`config.mk`:
```
export PLATFORM = sky130hd
export DESIGN_NAME = motion_ctrl_top
export DESIGN_NICKNAME = d
export VERILOG_FILES = /design/src/common/motion_types_pkg.sv /design/src/common/motion_cmd_pkg.sv /design/src/common/move_if.sv /design/src/verilog/cmd_decoder/cmd_decoder.sv /design/src/verilog/dda_axis/dda_axis.sv /design/src/verilog/position_snapshot.sv /design/src/verilog/motion_ctrl_top.sv
export SDC_FILE = /design/constraint.sdc
export NUM_CORES = 2
export LEC_CHECK = 0
export ABC_AREA = 1
export BUFFER_PORTS_ARGS = -buffer_cell sky130_fd_sc_hd__buf_2
export CORE_MARGIN = 5
export CORE_UTILIZATION = 28
export DETAILED_ROUTE_END_ITERATION = 8
export GPL_ROUTABILITY_DRIVEN = 1
export HOLD_SLACK_MARGIN = 0.06
export PLACE_DENSITY_LB_ADDON = 0.25
export SYNTH_ARGS = -nofsm -noshare
export SYNTH_HDL_FRONTEND = slang
export SYNTH_SLANG_ARGS = --single-unit
```
`constraint.sdc`:
```
create_clock -name CLK -period 20.9 [get_ports CLK]
set_clock_uncertainty 0.05 [all_clocks]
set_input_delay 2.09 -clock CLK [delete_from_list [all_inputs] [get_ports CLK]]
set_output_delay 2.09 -clock CLK [all_outputs]
set_load 0.02 [all_outputs]
```
`src/common/motion_types_pkg.sv`:
```
package motion_types_pkg;

  // Host command and response word
  typedef logic [63:0] word_t;

  // Axis position in whole steps
  typedef logic signed [31:0] step_pos_t;

  // Move length in DDA ticks
  typedef logic [31:0] duration_t;

  // Accumulator increment, also used for its per-tick change
  typedef logic signed [63:0] increment_t;

  // One DDA tick every clk_div+1 clocks
  typedef logic [7:0] clk_div_t;

  // Accumulator level that owes one step (2^32)
  localparam increment_t DDA_THRESHOLD = 64'h0000_0001_0000_0000;

endpackage

```
`src/common/motion_cmd_pkg.sv`:
```
package motion_cmd_pkg;

  // Host opcodes, top byte of a header word
  typedef enum logic [7:0] {
    CMD_NOP         = 8'd0,
    CMD_ENABLE      = 8'd1,
    CMD_CLK_DIVISOR = 8'd2,
    CMD_MOVE        = 8'd3,
    CMD_SNAPSHOT    = 8'd4,
    CMD_READ_POS    = 8'd5,
    CMD_VERSION     = 8'd6
  } cmd_opcode_t;

  // Opcode field is bits OPCODE_MSB down to OPCODE_MSB-7
  localparam int OPCODE_MSB = 63;

  // First direction bit of a move header, one bit per axis upward
  localparam int MOVE_DIR_LSB = 32;

  // Reported by CMD_VERSION, major in the highest byte
  localparam logic [7:0] VERSION_MAJOR = 8'd1;
  localparam logic [7:0] VERSION_MINOR = 8'd2;
  localparam logic [7:0] VERSION_PATCH = 8'd0;

endpackage

```
`src/common/move_if.sv`:
```
`timescale 1ns/1ps

// One coordinated move, decoder to a single axis
interface move_if
  import motion_types_pkg::*;
();

  logic       load;      // One-cycle pulse, only while busy is low
  logic       dir;
  duration_t  duration;
  increment_t increment;
  increment_t accel;     // Added to increment after every tick
  logic       busy;

  modport decoder (
    output load,
    output dir,
    output duration,
    output increment,
    output accel,
    input  busy
  );

  modport axis (
    input  load,
    input  dir,
    input  duration,
    input  increment,
    input  accel,
    output busy
  );

endinterface

```
`src/verilog/cmd_decoder/cmd_decoder.sv`:
```
`timescale 1ns/1ps

module cmd_decoder
  import motion_types_pkg::*;
  import motion_cmd_pkg::*;
#(
  parameter int NUM_AXES = 3
) (
  input  logic          CLK,
  input  logic          rst_n,
  input  logic          req,
  input  word_t         word_in,
  output logic          ack,
  output word_t         rsp_word,
  output logic          drivers_enable,
  output logic          moves_idle,
  output clk_div_t      clk_div,
  output logic          snap,
  output logic [2:0]    rd_axis,
  input  step_pos_t     rd_pos,
  move_if.decoder       mv [NUM_AXES]
);

  // Payload words of a move, increment and accel per axis
  localparam int CNT_W = $clog2(2 * NUM_AXES + 1);
  localparam logic [CNT_W-1:0] LAST_WORD = CNT_W'(2 * NUM_AXES - 1);

  typedef enum logic [1:0] {IDLE, ACK_HI, WAIT_REQ_LO, WAIT_AXES} state_t;

  state_t            state;
  word_t             word_r;
  cmd_opcode_t       op;
  cmd_opcode_t       hdr_op;   // CMD_MOVE while payload words are pending
  logic [CNT_W-1:0]  word_cnt;
  logic              load_r;
  logic              all_idle;
  logic [NUM_AXES-1:0] busy_vec;
  logic [NUM_AXES-1:0] dir_stage;
  duration_t         dur_stage;
  increment_t        inc_stage [NUM_AXES];
  increment_t        acc_stage [NUM_AXES];

  assign op         = cmd_opcode_t'(word_r[OPCODE_MSB -: 8]);
  assign rd_axis    = word_r[2:0];
  assign all_idle   = ~|busy_vec;
  assign moves_idle = all_idle & ~load_r;  // Covers the cycle before busy rises

  for (genvar i = 0; i < NUM_AXES; i++) begin : g_mv
    assign mv[i].load      = load_r;
    assign mv[i].dir       = dir_stage[i];
    assign mv[i].duration  = dur_stage;
    assign mv[i].increment = inc_stage[i];
    assign mv[i].accel     = acc_stage[i];
    assign busy_vec[i]     = mv[i].busy;

    a_no_load_busy: assert property (@(posedge CLK) disable iff (!rst_n)
      load_r |-> !busy_vec[i]);
  end

  // Word latch and move staging
  always_ff @(posedge CLK) begin
    if (state == IDLE && req) begin
      word_r <= word_in;
    end
    if (state == ACK_HI) begin
      if (hdr_op == CMD_MOVE) begin
        if (word_cnt[0]) begin
          acc_stage[word_cnt[CNT_W-1:1]] <= word_r;
        end else begin
          inc_stage[word_cnt[CNT_W-1:1]] <= word_r;
        end
      end else if (op == CMD_MOVE) begin
        dir_stage <= word_r[MOVE_DIR_LSB +: NUM_AXES];
        dur_stage <= word_r[31:0];
      end
    end
  end

  always_ff @(posedge CLK or negedge rst_n) begin
    if (!rst_n) begin
      state          <= IDLE;
      ack            <= 1'b0;
      rsp_word       <= '0;
      drivers_enable <= 1'b0;
      clk_div        <= 8'd39;
      snap           <= 1'b0;
      load_r         <= 1'b0;
      hdr_op         <= CMD_NOP;
      word_cnt       <= '0;
    end else begin
      snap   <= 1'b0;
      load_r <= 1'b0;
      case (state)
        IDLE: begin
          if (req) begin
            state <= ACK_HI;
          end
        end
        ACK_HI: begin
          rsp_word <= '0;
          if (hdr_op == CMD_MOVE) begin
            if (word_cnt == LAST_WORD) begin
              hdr_op   <= CMD_NOP;
              word_cnt <= '0;
              state    <= WAIT_AXES;  // Hold ack until every axis is free
            end else begin
              word_cnt <= word_cnt + 1'b1;
              ack      <= 1'b1;
              state    <= WAIT_REQ_LO;
            end
          end else begin
            ack   <= 1'b1;
            state <= WAIT_REQ_LO;
            case (op)
              CMD_ENABLE:      drivers_enable <= word_r[0];
              CMD_CLK_DIVISOR: clk_div <= word_r[7:0];
              CMD_MOVE: begin
                hdr_op   <= CMD_MOVE;
                word_cnt <= '0;
              end
              CMD_SNAPSHOT:    snap <= 1'b1;
              CMD_READ_POS:    rsp_word <= {{32{rd_pos[31]}}, rd_pos};
              CMD_VERSION:
                rsp_word <= {40'd0, VERSION_MAJOR, VERSION_MINOR, VERSION_PATCH};
              default: ;  // NOP and unknown codes just ack
            endcase
          end
        end
        WAIT_AXES: begin
          if (all_idle) begin
            load_r <= 1'b1;  // All axes start together
            ack    <= 1'b1;
            state  <= WAIT_REQ_LO;
          end
        end
        WAIT_REQ_LO: begin
          if (!req) begin
            ack   <= 1'b0;
            state <= IDLE;
          end
        end
        default: state <= IDLE;
      endcase
    end
  end

  a_ack_after_req: assert property (@(posedge CLK) disable iff (!rst_n)
    $rose(ack) |-> $past(req));

endmodule

```
`src/verilog/dda_axis/dda_axis.sv`:
```
`timescale 1ns/1ps

module dda_axis
  import motion_types_pkg::*;
(
  input  logic      CLK,
  input  logic      rst_n,
  input  clk_div_t  clk_div,
  move_if.axis      mv,
  output logic      step,
  output logic      dir,
  output step_pos_t position
);

  clk_div_t   clk_cnt;     // Clocks left until the next tick
  duration_t  ticks_left;
  increment_t accum;       // Residue survives across moves
  increment_t inc_r;
  increment_t acc_r;
  increment_t sum;
  logic       tick;

  assign tick = mv.busy && (ticks_left != '0) && (clk_cnt == '0);
  assign sum  = accum + inc_r;

  always_ff @(posedge CLK or negedge rst_n) begin
    if (!rst_n) begin
      mv.busy    <= 1'b0;
      step       <= 1'b0;
      dir        <= 1'b0;
      clk_cnt    <= '0;
      ticks_left <= '0;
      accum      <= '0;
      position   <= '0;
    end else begin
      step <= 1'b0;
      if (mv.load) begin
        mv.busy    <= 1'b1;
        dir        <= mv.dir;
        ticks_left <= mv.duration;
        clk_cnt    <= clk_div;
      end else if (mv.busy) begin
        if (ticks_left == '0) begin
          mv.busy <= 1'b0;  // One idle cycle after the last tick
        end else if (tick) begin
          clk_cnt    <= clk_div;
          ticks_left <= ticks_left - 1'b1;
          if (sum >= DDA_THRESHOLD) begin
            accum <= sum - DDA_THRESHOLD;
            step  <= 1'b1;
            // dir high counts up
            position <= dir ? position + 1'b1 : position - 1'b1;
          end else begin
            accum <= sum;
          end
        end else begin
          clk_cnt <= clk_cnt - 1'b1;
        end
      end
    end
  end

  // Rate and ramp of the current move
  always_ff @(posedge CLK) begin
    if (mv.load) begin
      inc_r <= mv.increment;
      acc_r <= mv.accel;
    end else if (tick) begin
      inc_r <= inc_r + acc_r;
    end
  end

  // A tick never owes more than one step
  a_one_step_per_tick: assert property (@(posedge CLK) disable iff (!rst_n)
    tick |-> (sum - DDA_THRESHOLD < DDA_THRESHOLD));

endmodule

```
`src/verilog/position_snapshot.sv`:
```
`timescale 1ns/1ps

module position_snapshot
  import motion_types_pkg::*;
#(
  parameter int NUM_AXES = 3
) (
  input  logic                     CLK,
  input  logic                     rst_n,
  input  logic                     snap,
  input  step_pos_t [NUM_AXES-1:0] positions,
  input  logic [2:0]               rd_axis,
  output step_pos_t                rd_pos
);

  // All axes taken from the same clock edge
  step_pos_t snap_q [NUM_AXES];

  always_ff @(posedge CLK or negedge rst_n) begin
    if (!rst_n) begin
      for (int i = 0; i < NUM_AXES; i++) begin
        snap_q[i] <= '0;
      end
    end else if (snap) begin
      for (int i = 0; i < NUM_AXES; i++) begin
        snap_q[i] <= positions[i];
      end
    end
  end

  // Read mux, indices past the last axis give zero
  always_comb begin
    rd_pos = '0;
    for (int i = 0; i < NUM_AXES; i++) begin
      if (rd_axis == 3'(i)) begin
        rd_pos = snap_q[i];
      end
    end
  end

endmodule

```
`src/verilog/motion_ctrl_top.sv`:
```
`timescale 1ns/1ps

module motion_ctrl_top
  import motion_types_pkg::*;
#(
  parameter int NUM_AXES = 3
) (
  input  logic                CLK,
  input  logic                rst_n,
  input  logic                req,
  input  word_t               word_in,
  output logic                ack,
  output word_t               rsp_word,
  output logic [NUM_AXES-1:0] step,
  output logic [NUM_AXES-1:0] dir,
  output logic                drivers_enable,
  output logic                moves_idle
);

  clk_div_t                 clk_div;
  logic                     snap;
  logic [2:0]               rd_axis;
  step_pos_t                rd_pos;
  step_pos_t [NUM_AXES-1:0] positions;

  move_if mv [NUM_AXES] ();  // One move channel per axis

  cmd_decoder #(
    .NUM_AXES (NUM_AXES)
  ) u_decoder (
    .CLK            (CLK),
    .rst_n          (rst_n),
    .req            (req),
    .word_in        (word_in),
    .ack            (ack),
    .rsp_word       (rsp_word),
    .drivers_enable (drivers_enable),
    .moves_idle     (moves_idle),
    .clk_div        (clk_div),
    .snap           (snap),
    .rd_axis        (rd_axis),
    .rd_pos         (rd_pos),
    .mv             (mv)
  );

  for (genvar i = 0; i < NUM_AXES; i++) begin : g_axis
    dda_axis u_axis (
      .CLK      (CLK),
      .rst_n    (rst_n),
      .clk_div  (clk_div),
      .mv       (mv[i]),
      .step     (step[i]),
      .dir      (dir[i]),
      .position (positions[i])
    );
  end

  position_snapshot #(
    .NUM_AXES (NUM_AXES)
  ) u_snapshot (
    .CLK       (CLK),
    .rst_n     (rst_n),
    .snap      (snap),
    .positions (positions),
    .rd_axis   (rd_axis),
    .rd_pos    (rd_pos)
  );

endmodule

```
==> results.py <==
metrics = {
    "synthesis": {
        "syn_area_mm2": 0.0946,
        "syn-num-nets": 13400,
        "yosysSeqAreaShare": 0.424,
        "synth_area_per_cell_um2": 7.37,
        "synthCells": 12800,
        "yosys_warnings": 0,
        "synth_edf_count": 867,
        "synth.distinct_cells": 63,
        "async_reset_ff_frac": 0.394,
        "synth-seq-cells": 1430,
        "ys.flop_type": "edfxtp_1",
    },
    "sta": {
        "min_period_over_period": 0.279,
        "setup_viol": 0,
        "rsz0062_at_grt": "no",
        "slew_violations": 0,
        "finalCriticalPeriod_ps": 5820,
        "max_freq_ghz": 0.172,
        "relSlewSlack": 0.152,
        "hold_viol": 0,
        "fin_ws_ps": 15080,
        "worstMarginPinSlew_ps": 1260,
        "setup_tns_ps": 0,
    },
    "finish": {
        "fin_nets": 13500,
        "multi_input_area_mm2": 0.0460,
        "utilization": 0.316,
        "final_common_cell": "nand2_1",
        "mostFrequentLayoutCells": "nand2_1, inv_1, nor2_1",
        "fillers": 36400,
        "drive_above_1_share": 0.0596,
        "regArea_mm2": 0.0401,
        "area_delta_synth_final_pct": 12.3,
    },
    "cts": {
        "cts-root-buf": "clkbuf_16",
        "cts_max_path_buffers": 4,
        "post_cts_buffers": 0,
        "clk_latency_ps": 880,
        "cts_max_level": 4,
        "cts_resized": 0,
        "numCtsBuffers": 170,
        "cts.sinks": 1430,
        "clk_pin_slew_ps": 60,
        "holdBufCountCts": 0,
        "cts_tree": "built",
    },
    "floorplanning": {
        "die_height_um": 591,
        "die_width_um": 591,
        "io_pins": 140,
        "rows": 213,
        "dieArea_mm2": 0.349,
        "core-area_mm2": 0.337,
        "start_util": 0.281,
    },
    "min_path": {
        "min_from": "u_decoder.acc_stage[0][20]$_DFFE_PP_",
        "hp-class": "reg -> reg",
    },
    "global_route": {
        "grt_pass1_vias": 78600,
        "track_usage": 0.192,
        "antenna_found_initial": 23,
        "grt_pass1_wl_mm": 509,
        "gr-total-overflow": 0,
        "grt_max_degree": 94,
    },
    "outcome": {
        "status": "completed",
    },
    "placed_design": {
        "dp_hpwl_mm": 273,
        "place_congestion": 0.968,
        "pre_cts_slack_ps": 14980,
        "port_buffers": 139,
    },
    "power": {
        "p_leak_nw": 50.2,
        "irDropWorstVdd_v": 0.0000680,
        "p_per_area_mw_per_mm2": 125,
    },
    "run": {
        "cap_violations": 0,
    },
    "setup_path": {
        "crit_required_ps": 21570,
        "r2r-start": "g_axis[0].u_axis.inc_r[0]$_DFFE_PN_",
        "path_class": "reg -> reg",
        "startpoint_type": "register",
        "endpoint_kind": "register",
        "cp-startpoint": "g_axis[0].u_axis.inc_r[0]$_DFFE_PN_",
        "crit_arrival_ps": 6490,
        "crit_path_max_fanout": 59,
    },
    "drt": {
        "drc": 0,
        "drt-pass1-iter-count": 6,
        "viasPerCell": 4.71,
        "wl_mm": 347,
        "vias": 83200,
        "wire_per_inst_um": 19.6,
        "drt_iter0_drc": 7010,
        "ant_nets": 0,
    },
}
-- report_power, final --
part           switching, mW  total, mW  internal [mW]
combinational           4.35       6.23           1.88
sequential             0.459       3.93           3.48
clock                   1.29       3.11           1.81
total                   6.10       13.3           7.17
-- metrics by stage --
stage               area (um^2)  hold WS, ps  std cells  power, mW
floorplan                 94600          350      12800       8.12
global placement         100000          350      17300       10.2
detailed placement       100000          355      17300       10.2
CTS                      106000          298      17600       13.3
global route             106000          322      17600       14.3
finish                   106000          313      17700       13.3
-- cell usage after synthesis, types with 18 or more instances --
cell type  instances  area share
nand2_1         4435        0.18
inv_1           1949       0.077
nor2_1          1107       0.044
edfxtp_1         867        0.28
nand3_1          720       0.038
a21oi_1          619       0.033
dfrtp_1          559        0.15
ha_1             480       0.064
o21ai_0          480       0.025
xor2_1           178       0.016
nand4_1          143      0.0095
clkbuf_1         132      0.0052
nor3_1           126      0.0067
xnor2_1          115       0.011
or2_2            114      0.0075
a31oi_1           87      0.0058
o211ai_1          77      0.0061
nor4_1            46      0.0030
o21a_1            43      0.0034
mux2_2            42      0.0050
buf_4             40      0.0032
o21ai_1           35      0.0019
o21ai_2           34      0.0031
nand3b_1          31      0.0025
o22ai_1           31      0.0021
buf_2             30      0.0016
nor2_2            29      0.0019
a21o_1            23      0.0018
inv_2             21     0.00083
nand2_2           21      0.0014
o21bai_1          19      0.0015
o221ai_1          18      0.0017
-- per-layer routing --
metal | up-vias | wire [um] | GRT usage
li1 | 41800 | - | -
met1 | 38900 | 154000 | 0.256
met2 | 2215 | 162000 | 0.324
met3 | 406 | 18900 | 0.0240
met4 | 0 | 12400 | 0.0619
met5 | - | 0 | 0
-- worst max-delay path, cell delays in order (launching register included) --
cell	delay, ps
edfxtp_1	420
ha_1	300
fa_1	470
nand2_1	90
nand2_1	70
nand3_1	120
nand2_1	190
nand2_1	140
nand3_1	160
nand2_1	120
nand3b_1	80
nand2_1	180
ha_1	270
inv_1	110
nor2_4	210
nand2_2	150
nor2_4	140
nand3_1	90
nand2_2	600
nand2_4	590
nand2_4	710
inv_2	150
nand2_1	110
nand2_1	50
-- path summary, 6_finish.rpt --
kind	endpoint	slack, ps	depth (start not counted)
worst max-delay path	g_axis[0].u_axis.position[31]$_DFFE_PN0P_	15080	23
worst min-delay path	g_axis[0].u_axis.acc_r[20]$_DFFE_PP_	310	0
worst max register to register	g_axis[0].u_axis.position[31]$_DFFE_PN0P_	15080	23
worst min register to register	g_axis[0].u_axis.acc_r[20]$_DFFE_PP_	310	0
max in group asynchronous	u_snapshot.snap_q[8]$_DFFE_PN0P_	16040	5
min in group asynchronous	g_axis[0].u_axis.accum[62]$_DFFE_PN0P_	1100	1
-- flip-flops by register name, summed over array words and instances, names as in the netlist, 8 cells and up --
name                      count
u_decoder.clk_div             8
u_decoder.mv.duration        32
g_axis.u_axis.ticks_left     96
u_snapshot.snap_q            96
u_decoder.acc_stage         192
u_decoder.word_r             64
g_axis.u_axis.acc_r         192
g_axis.u_axis.position       96
g_axis.u_axis.accum         192
u_decoder.inc_stage         192
g_axis.u_axis.clk_cnt        24
g_axis.u_axis.inc_r         192
u_decoder.rsp_word           32
-- final cells by class --
type | instances | share of cell area
Inverter | 1980 | 0.0700
Clock inverter | 87 | 0.0112
Tap cell | 4515 | 0.0532
Clock buffer | 219 | 0.0424
Antenna cell | 18 | 0.000424
Sequential cell | 1430 | 0.378
Multi-Input combinational cell | 9191 | 0.433
Timing Repair Buffer | 218 | 0.0122
-- logic make-up after synthesis --
logic type	count (synthesis)	share of synthesized area
buffers and inverters	2205	0.0906
and+or+nand+nor	6829	0.296
adders and majority gates	489	0.0654
AOI/OAI and AO/OA	1538	0.0918
muxes	42	0.00500
DFF	1430	0.424
xor gates and xnor gates	293	0.0271
Note: power is estimated with default switching activity, not from simulation.
